File: src/rtl/quplsPkg.sv
// ==========================================================
// Shared types and encodings for the decode front end.
// Opcodes are a small fixed subset; any other value decodes as
// illegal. Field positions are fixed: op 6..0, rd 11..7,
// rs1 16..12, rs2 21..17, immediate 31..17 (overlaps rs2).
// ==========================================================
package quplsPkg;

	typedef logic [31:0] instruction_t;
	typedef logic [6:0] opcode_t;
	typedef logic [4:0] regIdx_t;
	typedef logic [31:0] immValue_t;
	typedef logic [14:0] immField_t;
	typedef logic [2:0] unitClass_t;

	// ==========================================================
	// Opcode encodings
	// ==========================================================
	localparam opcode_t OP_ADD   = 7'd2;
	localparam opcode_t OP_ADDI  = 7'd4;
	localparam opcode_t OP_MULI  = 7'd6;
	localparam opcode_t OP_DIVI  = 7'd7;
	localparam opcode_t OP_AND   = 7'd8;
	localparam opcode_t OP_CMPI  = 7'd11;
	localparam opcode_t OP_ANDI  = 7'd12;
	localparam opcode_t OP_ORI   = 7'd13;
	localparam opcode_t OP_EORI  = 7'd14;
	localparam opcode_t OP_SEQI  = 7'd16;
	localparam opcode_t OP_SLTI  = 7'd18;
	localparam opcode_t OP_SLTUI = 7'd19;
	localparam opcode_t OP_JSR   = 7'd32;
	localparam opcode_t OP_RTD   = 7'd34;
	localparam opcode_t OP_LDB   = 7'd64;
	localparam opcode_t OP_LDW   = 7'd66;
	localparam opcode_t OP_LDO   = 7'd70;
	localparam opcode_t OP_STB   = 7'd80;
	localparam opcode_t OP_STW   = 7'd81;
	localparam opcode_t OP_STO   = 7'd83;
	localparam opcode_t OP_NOP   = 7'd127;

	// Execution unit classes handed on to rename
	localparam unitClass_t UC_ALU     = 3'd0;
	localparam unitClass_t UC_MULDIV  = 3'd1;
	localparam unitClass_t UC_LOAD    = 3'd2;
	localparam unitClass_t UC_STORE   = 3'd3;
	localparam unitClass_t UC_BRANCH  = 3'd4;
	localparam unitClass_t UC_ILLEGAL = 3'd7;

	// Decoded op, 58 bits, first field in the most significant bits
	typedef struct packed {
		opcode_t opcode;
		regIdx_t rd;
		regIdx_t rs1;
		regIdx_t rs2;
		logic hasImm;
		immValue_t imm;
		unitClass_t unitClass;
	} decodedOp_t;

	// ==========================================================
	// Field extraction, the only place the bit layout is written
	// ==========================================================
	function automatic opcode_t fnOpcode(input instruction_t instr);
		return instr[6:0];
	endfunction

	function automatic regIdx_t fnRd(input instruction_t instr);
		return instr[11:7];
	endfunction

	function automatic regIdx_t fnRs1(input instruction_t instr);
		return instr[16:12];
	endfunction

	function automatic regIdx_t fnRs2(input instruction_t instr);
		return instr[21:17];
	endfunction

	function automatic immField_t fnImmField(input instruction_t instr);
		return instr[31:17];
	endfunction

endpackage

File: src/rtl/decodeHasImm.sv
// ==========================================================
// Flags instructions that carry an immediate field.
// Purely combinational; unknown opcodes report no immediate.
// ==========================================================
module decodeHasImm
(
	input quplsPkg::instruction_t instr,
	output logic hasImm
);
	import quplsPkg::*;

	always_comb
	begin
		case (fnOpcode(instr))
		// ALU immediate forms
		OP_ADDI, OP_CMPI, OP_MULI, OP_DIVI,
		OP_ANDI, OP_ORI, OP_EORI:
			hasImm = 1'b1;
		// Set on compare against an immediate
		OP_SEQI, OP_SLTI, OP_SLTUI:
			hasImm = 1'b1;
		// Branch target displacement or stack adjust
		OP_JSR, OP_RTD:
			hasImm = 1'b1;
		// Memory ops use the immediate as an address offset
		OP_LDB, OP_LDW, OP_LDO,
		OP_STB, OP_STW, OP_STO:
			hasImm = 1'b1;
		default:
			hasImm = 1'b0;
		endcase
	end

endmodule

File: src/rtl/decodeOpClass.sv
// ==========================================================
// Selects the execution unit class for an instruction.
// Opcodes outside the supported subset map to UC_ILLEGAL,
// which is the only exception indication produced here.
// ==========================================================
module decodeOpClass
(
	input quplsPkg::instruction_t instr,
	output quplsPkg::unitClass_t unitClass
);
	import quplsPkg::*;

	always_comb
	begin
		case (fnOpcode(instr))
		// Long latency arithmetic
		OP_MULI, OP_DIVI:
			unitClass = UC_MULDIV;
		OP_LDB, OP_LDW, OP_LDO:
			unitClass = UC_LOAD;
		OP_STB, OP_STW, OP_STO:
			unitClass = UC_STORE;
		// Both change the program counter
		OP_JSR, OP_RTD:
			unitClass = UC_BRANCH;
		// Everything else that is known runs on an ALU, NOP included
		OP_NOP, OP_ADD, OP_AND,
		OP_ADDI, OP_CMPI,
		OP_ANDI, OP_ORI, OP_EORI,
		OP_SEQI, OP_SLTI, OP_SLTUI:
			unitClass = UC_ALU;
		default:
			unitClass = UC_ILLEGAL;
		endcase
	end

endmodule

File: src/rtl/decodeImm.sv
// ==========================================================
// Forms the 32-bit immediate from the 15-bit field.
// The value is produced for every opcode, even those with no
// immediate; the decode stage zeroes it when not present.
// ==========================================================
module decodeImm
(
	input quplsPkg::instruction_t instr,
	output quplsPkg::immValue_t imm
);
	import quplsPkg::*;

	immField_t field;

	assign field = fnImmField(instr);

	always_comb
	begin
		case (fnOpcode(instr))
		// Logical ops treat the field as an unsigned mask
		OP_ANDI, OP_ORI, OP_EORI:
			imm = {17'd0, field};
		// Branch displacement counts instruction words, so scale to bytes
		OP_JSR:
			imm = {{15{field[14]}}, field, 2'b00};
		default:
			imm = {{17{field[14]}}, field};
		endcase
	end

endmodule

File: src/rtl/decodeQueue.sv
// ==========================================================
// Instruction queue between fetch and decode.
// Writes are never refused; fetch must hold a credit for each
// word it sends. One credit is returned per entry popped.
// A written word is visible at the head one cycle later.
// ==========================================================
module decodeQueue #(
	parameter int unsigned QDEPTH = 4
)
(
	input logic clk,
	input logic rstN,
	input logic inValid,
	input quplsPkg::instruction_t inInstr,
	input logic pop,
	output logic qValid,
	output quplsPkg::instruction_t qInstr,
	output logic creditOut
);
	import quplsPkg::*;

	localparam int unsigned PTRW = (QDEPTH > 1) ? $clog2(QDEPTH) : 1;
	localparam int unsigned CNTW = $clog2(QDEPTH + 1);

	typedef logic [PTRW-1:0] qPtr_t;
	typedef logic [CNTW-1:0] qCount_t;

	instruction_t mem [QDEPTH];
	qPtr_t wrPtr;
	qPtr_t rdPtr;
	qCount_t count;

	// Pointer advance with wrap, so any depth works and not only powers of two
	function automatic qPtr_t fnNextPtr(input qPtr_t ptr);
		return (ptr == qPtr_t'(QDEPTH - 1)) ? '0 : ptr + 1'b1;
	endfunction

	// ==========================================================
	// Control state
	// ==========================================================
	always_ff @(posedge clk or negedge rstN)
	begin
		if (!rstN)
		begin
			wrPtr <= '0;
			rdPtr <= '0;
			count <= '0;
		end
		else
		begin
			if (inValid)
				wrPtr <= fnNextPtr(wrPtr);
			if (pop)
				rdPtr <= fnNextPtr(rdPtr);
			// Simultaneous push and pop leaves the fill level unchanged
			count <= count + qCount_t'(inValid) - qCount_t'(pop);
		end
	end

	// Storage array holds payload only
	always_ff @(posedge clk)
	begin
		if (inValid)
			mem[wrPtr] <= inInstr;
	end

	assign qValid = (count != '0);
	assign qInstr = mem[rdPtr];

	// Each removal frees exactly one entry for fetch
	assign creditOut = pop;

endmodule

File: src/rtl/decodeStage.sv
// ==========================================================
// Decode stage with credit flow control toward rename.
// A credit is taken at pop time, the cycle before outValid.
// Rename may return a credit in the same cycle one is spent.
// Output is registered: pop in cycle N, outValid in N+1.
// ==========================================================
module decodeStage #(
	parameter int unsigned OUTCREDITS = 2
)
(
	input logic clk,
	input logic rstN,
	input logic qValid,
	input quplsPkg::instruction_t qInstr,
	output logic pop,
	input logic creditIn,
	output logic outValid,
	output quplsPkg::decodedOp_t outOp
);
	import quplsPkg::*;

	localparam int unsigned CRW = $clog2(OUTCREDITS + 1);

	typedef logic [CRW-1:0] credit_t;

	credit_t credits;
	logic hasImm;
	immValue_t imm;
	unitClass_t unitClass;
	decodedOp_t nextOp;

	decodeHasImm uHasImm (.instr(qInstr), .hasImm(hasImm));
	decodeOpClass uOpClass (.instr(qInstr), .unitClass(unitClass));
	decodeImm uImm (.instr(qInstr), .imm(imm));

	// Take the head word only when rename has room for it
	assign pop = qValid && (credits != '0);

	// ==========================================================
	// Downstream credit counter
	// ==========================================================
	always_ff @(posedge clk or negedge rstN)
	begin
		if (!rstN)
			credits <= credit_t'(OUTCREDITS);
		else
			credits <= credits - credit_t'(pop) + credit_t'(creditIn);
	end

	// Assemble the op; the immediate is masked here, once, for all opcodes
	always_comb
	begin
		nextOp.opcode = fnOpcode(qInstr);
		nextOp.rd = fnRd(qInstr);
		nextOp.rs1 = fnRs1(qInstr);
		nextOp.rs2 = fnRs2(qInstr);
		nextOp.hasImm = hasImm;
		nextOp.imm = hasImm ? imm : '0;
		nextOp.unitClass = unitClass;
	end

	always_ff @(posedge clk or negedge rstN)
	begin
		if (!rstN)
			outValid <= 1'b0;
		else
			outValid <= pop;
	end

	// Payload register, only meaningful while outValid is high
	always_ff @(posedge clk)
	begin
		if (pop)
			outOp <= nextOp;
	end

endmodule

File: src/rtl/decodeTop.sv
// ==========================================================
// Decode front end top: instruction queue feeding the stage.
// Fetch starts with QDEPTH credits, the stage with OUTCREDITS
// toward rename. Latency from write to outValid is 2 cycles.
// ==========================================================
module decodeTop #(
	parameter int unsigned QDEPTH = 4,
	parameter int unsigned OUTCREDITS = 2
)
(
	input logic clk,
	input logic rstN,
	input logic inValid,
	input quplsPkg::instruction_t inInstr,
	output logic creditOut,
	input logic creditIn,
	output logic outValid,
	output quplsPkg::decodedOp_t outOp
);
	import quplsPkg::*;

	// Queue head and handshake toward the stage
	logic qValid;
	logic pop;
	instruction_t qInstr;

	decodeQueue #(
		.QDEPTH(QDEPTH)
	) uQueue (
		.clk(clk),
		.rstN(rstN),
		.inValid(inValid),
		.inInstr(inInstr),
		.pop(pop),
		.qValid(qValid),
		.qInstr(qInstr),
		.creditOut(creditOut)
	);

	decodeStage #(
		.OUTCREDITS(OUTCREDITS)
	) uStage (
		.clk(clk),
		.rstN(rstN),
		.qValid(qValid),
		.qInstr(qInstr),
		.pop(pop),
		.creditIn(creditIn),
		.outValid(outValid),
		.outOp(outOp)
	);

endmodule

File: config.mk
export PLATFORM = sky130hd
export DESIGN_NAME = decodeTop
export DESIGN_NICKNAME = d
export VERILOG_FILES = /design/src/rtl/quplsPkg.sv /design/src/rtl/decodeHasImm.sv /design/src/rtl/decodeOpClass.sv /design/src/rtl/decodeImm.sv /design/src/rtl/decodeQueue.sv /design/src/rtl/decodeStage.sv /design/src/rtl/decodeTop.sv
export SDC_FILE = /design/constraint.sdc
export NUM_CORES = 1
export LEC_CHECK = 0
export ABC_AREA = 1
export BUFFER_PORTS_ARGS = -buffer_cell sky130_fd_sc_hd__buf_2
export CORE_MARGIN = 1.5
export CORE_UTILIZATION = 58
export CTS_CLUSTER_SIZE = 14
export DETAILED_ROUTE_END_ITERATION = 10
export PLACE_DENSITY = 0.8
export SYNTH_ARGS = -nofsm -noshare
export SYNTH_HDL_FRONTEND = slang
export SYNTH_SLANG_ARGS = --single-unit
File: constraint.sdc
create_clock -name clk -period 3.4 [get_ports clk]
set_clock_uncertainty 0.1 [all_clocks]
set_input_delay 0.68 -clock clk [delete_from_list [all_inputs] [get_ports clk]]
set_output_delay 0.68 -clock clk [all_outputs]
set_load 0.005 [all_outputs]
Word level (Yosys, flattened, before mapping)

Memories as Yosys holds them, arrays and structs flattened.
Cells that the tools add are included.

$add $sub $neg: 6
Equal/unequal tests: 23
Mux-type cells: 7
Reductions and logical operators: 10

Operators by type and width:

| cell                  | number |
|---|---|
| $pmux W32 S2          | 1 |
| $eq A7 B7 Y1 const B  | 7 |
| $eq A7 B4 Y1 const B  | 5 |
| $eq A7 B3 Y1 const B  | 3 |
| $eq A7 B5 Y1 const B  | 3 |
| $reduce_or A18 Y1     | 1 |
| $pmux W3 S5           | 1 |
| $eq A7 B6 Y1 const B  | 2 |
| $reduce_or A11 Y1     | 1 |
| $reduce_or A3 Y1      | 3 |
| $eq A7 B2 Y1 const B  | 1 |
| $add A2 B1 Y2 const B | 2 |
| $eq A2 B2 Y1 const B  | 2 |
| $mux W2               | 2 |
| $reduce_or A2 Y1      | 2 |
| $add A3 B1 Y3         | 1 |
| $mux W1               | 3 |
| $reduce_bool A3 Y1    | 1 |
| $sub A3 B1 Y3         | 1 |
| $add A2 B1 Y2         | 1 |
| $reduce_bool A2 Y1    | 1 |
| $sub A2 B1 Y2         | 1 |
| $logic_and A1 B1 Y1   | 1 |

Register bits after elaboration: 68
Bits in writable memories: 128
Input port bits: 36
Output and inout port bits: 60
Memories kept: 1

Memories:

| name       | depth | bits a word | read ports | clocked after Yosys merged registers in | wr ports | line              | source |
|---|---|---|---|---|---|---|---|
| uQueue.mem | 4     | 32          | 1          | 0                                       | 1        | decodeQueue.sv:28 | `instruction_t mem [QDEPTH];` |

Logic depth before layout (Yosys ltp)

Depth in word-level cells: 4
Gate-level depth with buffers: 16
Depth with buffers taken out: 15

Cells and area by module

Synthesis repeated with hierarchy kept, for this count alone.

Cell total of the unflattened synthesis: 854
Area, all modules: 8749.6 um^2

Modules (own cells, without submodules):

| module        | instances | cells an instance | area an instance (um^2) | sequential area each (um^2) |
|---|---|---|---|---|
| decodeQueue   | 1         | 553               | 5854.4                  | 4018.9 |
| decodeStage   | 1         | 142               | 2167.1                  | 1818.0 |
| decodeImm     | 1         | 79                | 395.4                   | 0.0 |
| decodeOpClass | 1         | 50                | 212.7                   | 0.0 |
| decodeHasImm  | 1         | 30                | 120.1                   | 0.0 |

Worst setup path after synthesis

OpenSTA, ideal clock, no wires.

Kind: register to register
Start point: reg uStage.credits[1]
End point: reg uQueue.count[2]
Arrival: 2.668 ns
Data required time: 3.177 ns
Slack: 0.509 ns
Stages on the path, launching flop included: 9
Buffers on the path: 0
Path through: dfstp_2 -> o32ai_1 -> inv_1 -> ha_1 -> inv_1 -> ha_1 -> inv_1 -> fa_1 -> xnor2_1

Longest elaborated chain between the ends: 3

Ends and longest elaborated chain:

| what                     | line              | source |
|---|---|---|
| start: declaration       | decodeStage.sv:26 | `credit_t credits;` |
| start signal: assignment | decodeStage.sv:45 | `credits <= credit_t'(OUTCREDITS);` |
| start signal: assignment | decodeStage.sv:47 | `credits <= credits - credit_t'(pop) + credit_t'(creditIn);` |
| $reduce_bool A2 Y1       | decodeStage.sv:37 | `assign pop = qValid && (credits != '0);` |
| $logic_and A1 B1 Y1      | decodeStage.sv:37 |  |
| net creditOut            | decodeTop.sv:15   | `output logic creditOut,` |
| $sub A3 B1 Y3            | decodeQueue.sv:56 | `count <= count + qCount_t'(inValid) - qCount_t'(pop);` |
| end signal: assignment   | decodeQueue.sv:56 |  |
| end: declaration         | decodeQueue.sv:31 | `qCount_t count;` |

The timed path passes the listed nets, and every way through them passes these cells.
A chain may end at the register's enable or synchronous reset.

Final worst setup path

Start point: reg uQueue.rdPtr[0]
End point: reg uStage.outOp[18] (netlist name)

Longest elaborated chain between the ends: 4
Elaborated cells between the ends (all ways): 23

Ends and longest elaborated chain:

| what                                                                   | line                                | source |
|---|---|---|
| start: declaration                                                     | decodeQueue.sv:30                   | `qPtr_t rdPtr;` |
| start signal: assignment                                               | decodeQueue.sv:54                   | `rdPtr <= fnNextPtr(rdPtr);` |
| $mem_v2 Z4 W32 *                                                       | --                                  |  |
| net qInstr[5]                                                          | decodeTop.sv:25                     | `instruction_t qInstr;` |
| $eq A7 B7 Y1 (tied with other cells)                                   | decodeHasImm.sv:14                  | `case (fnOpcode(instr))` |
| $reduce_or A18 Y1 (no line) / $reduce_or A3 Y1 (equally long branches) | --                                  |  |
| $mux W1 / $pmux W32 S2 (equally long branches)                         | decodeHasImm.sv:14, decodeImm.sv:19 |  |

The timed path passes the listed nets; every way through them passes the cells marked *.

==> flow_metrics.py <==
metrics = {
    "outcome": {
        "outcome": "finished clean",
    },
    "yosys": {
        "syn-cell-area_sq_um": 7576,
        "synth_top_family_by_area": "simple AND/OR/NAND/NOR gates",
        "synth_cell_types": 34,
        "yosysSeqAreaShare_pct": 71.10,
        "synth_area_per_cell_sq_um": 12.56,
        "synth-seq-cells": 181,
        "syn_nets": 649,
        "synth_cells": 603,
        "synth_xor_xnor_area_share_pct": 0.4624,
        "synth_compound_area_share_pct": 7.217,
        "ys_warn_count": 0,
        "synth_fa_ha_area_share_pct": 1.751,
        "yosys.area_share.simple_pct": 13.51,
        "synthMuxAreaShare_pct": 0,
    },
    "route": {
        "dr_total_vias": 4709,
        "wl_per_cell_um": 16.43,
        "dr.pass1.iters": 4,
        "wirelength_um": 14360,
        "drc": 0,
        "drt_iter0_drc": 353,
        "final_antenna_net_count": 0,
        "avgViaCountPerCell": 5.388,
    },
    "sta": {
        "fin_ws_ns": 0.7180,
        "max_slew_margin_pct": 58.46,
        "finalSetupViolCount": 0,
        "period_needed_ns": 2.682,
        "tightest_slew_ns": 0.6230,
        "rsz0062_at_grt": "no",
        "fmax_mhz": 372.9,
        "tns_ns": 0,
        "fin_crit_sh_pct": 78.88,
        "hold_violations": 0,
        "report.final.slew_viol_count": 0,
    },
    "floorplanning": {
        "die_w_um": 117.3,
        "die_area_sq_um": 13760,
        "initial_utilization_pct": 59.79,
        "ios": 96,
        "rows": 41,
        "die_h_um": 117.3,
        "core_sq_um": 12670,
    },
    "critical_path": {
        "r2r_end": "uStage.outOp[18]",
        "cpMaxStageDelayCell": "dfrtp_2",
        "path_max_fanout": 35,
        "cpMostUsedCell": "nand2_1",
        "cp_cell_sequence": "inv_2 -> nand2_1 -> nand2_1 -> nand2_1 -> nand2_1 -> nand3_2 -> nor2_8 -> nand2_1 -> o21a_1 -> nand2_2 -> inv_2",
        "endpoint_kind": "register",
        "rrSetupSlack_ns": 0.72,
        "cp.depth": 11,
        "endpoint": "uStage.outOp[18]",
        "crit_family": "simple AND/OR/NAND/NOR gates",
        "cp-start-kind": "register",
        "arrival_ns": 2.77,
        "path_buf_inv": 2,
        "cp.required_ns": 3.48,
        "cp-startpoint": "uQueue.rdPtr[0]",
        "r2r_start": "uQueue.rdPtr[0]",
        "cpPeakStageDelay_ns": 0.52,
        "worst-r2r-cell-count": 11,
        "path_class": "reg2reg",
    },
    "power": {
        "peakVddDrop_mv": 0.4483,
        "powerDensity_nw_per_um2": 967.3,
        "p_leak_nw": 3.505,
        "finalPower_mw": 8.396,
    },
    "global_routing": {
        "antenna_found_initial": 2,
        "grt_max_degree": 53,
        "grt_pass1_vias": 4659,
        "grt_overflow": 0,
        "grt_pass1_wl_um": 22640,
        "grt_usage_pct": 22.53,
    },
    "final_layout": {
        "layout-drive-gt1-share_pct": 27.90,
        "area_growth_pct": 14.57,
        "fin_area_sq_um": 8680,
        "fin_nets": 732,
        "num-fill-cells": 890,
    },
    "clock_network": {
        "h-tree-depth": 4,
        "clockBufferDepth": 2,
        "numCtsBuffers": 17,
        "clk_pin_slew_worst_paths_ns": 0.06,
        "cts_resized": 0,
        "clk_latency_ns": 0.43,
        "postCtsSetupBuffers": 0,
        "cts_tree": "yes",
        "cts_hold_buf": 0,
        "root_buffer": "clkbuf_16",
        "clock_sinks": 181,
    },
    "min_path": {
        "hp-class": "in2async",
    },
    "placement": {
        "place_congestion": 0.8276,
        "pre_cts_ws_ns": 0.7605,
        "hpwl_um": 9019,
        "dpl_cell_area_sq_um": 8087,
        "portBuffers": 95,
    },
    "flow_run": {
        "cap_violations": 0,
    },
}
-- layer usage --
| metal | track usage [%] | wire length [um] | vias up |
|---|---|---|---|
| li1 | - | - | 2245 |
| met5 | 0 | 0 | - |
| met4 | 10.36 | 242 | 0 |
| met2 | 39.81 | 7568 | 176 |
| met3 | 5.510 | 943 | 21 |
| met1 | 26.01 | 5602 | 2267 |
-- synth_stat cells, drive strengths merged --
| master | n | area share, % |
|---|---|---|
| edfxtp | 171 | 68 |
| nand2 | 135 | 7.7 |
| o21ai | 64 | 4.3 |
| nor2 | 62 | 3.6 |
| inv | 48 | 2.4 |
| buf | 26 | 2.8 |
| nand3 | 23 | 2.0 |
| o22ai | 22 | 1.8 |
| clkbuf | 15 | 0.74 |
| dfrtp | 9 | 3.0 |
| ha | 9 | 1.5 |
| a21oi | 6 | 0.55 |
| xnor2 | 4 | 0.46 |
| a32oi | 2 | 0.23 |
| nand4 | 2 | 0.17 |
| a32o | 1 | 0.13 |
| dfstp | 1 | 0.35 |
| fa | 1 | 0.26 |
| o21a | 1 | 0.099 |
| o32ai | 1 | 0.12 |
-- power breakdown --
part | total [mW] | internal (mW) | switching (mW)
combinational | 3.00 | 0.950 | 2.05
sequential | 3.48 | 3.28 | 0.206
clock | 1.91 | 1.12 | 0.792
-- final cells by class --
class,count,area (sq um),share of cell area [%]
antenna,3,7.507,0.08649
clock buffer,20,456.7,5.262
clock inverter,12,128.9,1.485
inverter,48,182.7,2.105
multi-input combinational,333,1738,20.02
sequential,181,5388,62.07
tap,172,215.2,2.479
timing repair buffer,105,563.0,6.487
-- logic make-up after synthesis --
group                    count (synthesis)
XOR/XNOR                                 4
adder cells (fa/ha/maj)                 10
AND/OR/NAND/NOR                        222
buffers and inverters                   89
AO/OA/AOI/OAI                           97
flip-flops                             181
-- metrics by stage --
step                hold WS (ns)  utilization, %  cells
global placement          0.4025           63.82    839
floorplan                 0.2844               -    603
global route             0.01826           68.48    873
CTS                     0.003213           68.44    871
finish                  0.002153           68.50    874
detailed placement        0.4335           63.82    839
-- cells in the final DEF (no fill, tap or decap), types with 5 or more instances in the layout --
cell / Yosys / final
o21ai_0: 57 / 57
o22ai_1: 22 / 22
o21ai_1: 6 / 6
buf_2: 4 / 95
edfxtp_1: 171 / 171
inv_2: 15 / 16
nand2_1: 110 / 110
nand3_2: 7 / 7
nor2_1: 56 / 56
nand3_1: 16 / 16
nand2_2: 22 / 22
inv_1: 32 / 31
dfrtp_1: 9 / 8
buf_4: 17 / 9
a21oi_1: 5 / 5
ha_1: 9 / 9
clkbuf_16: 0 / 17
-- sequential cells by signal, summed over array words and instances (netlist names) --
name	count
uQueue.wrPtr	2
uStage.outOp	43
uQueue.count	3
uStage.credits	2
uStage.outValid	1
uQueue.mem	128
uQueue.rdPtr	2
-- how the worst min path moves through the flow --
stage                    start              end  cells after the start
2_1_floorplan             rstN  uQueue.count[0]                      0
3_3_place_gp   uQueue.wrPtr[0]  uQueue.wrPtr[0]                      1
3_5_place_dp   uQueue.wrPtr[0]  uQueue.wrPtr[0]                      1
4_1_cts                   rstN  uQueue.count[1]                      1
5_1_grt                   rstN  uQueue.count[1]                      1
6_report                  rstN  uQueue.count[1]                      1
No activity file was read; power rests on OpenSTA's default activity.
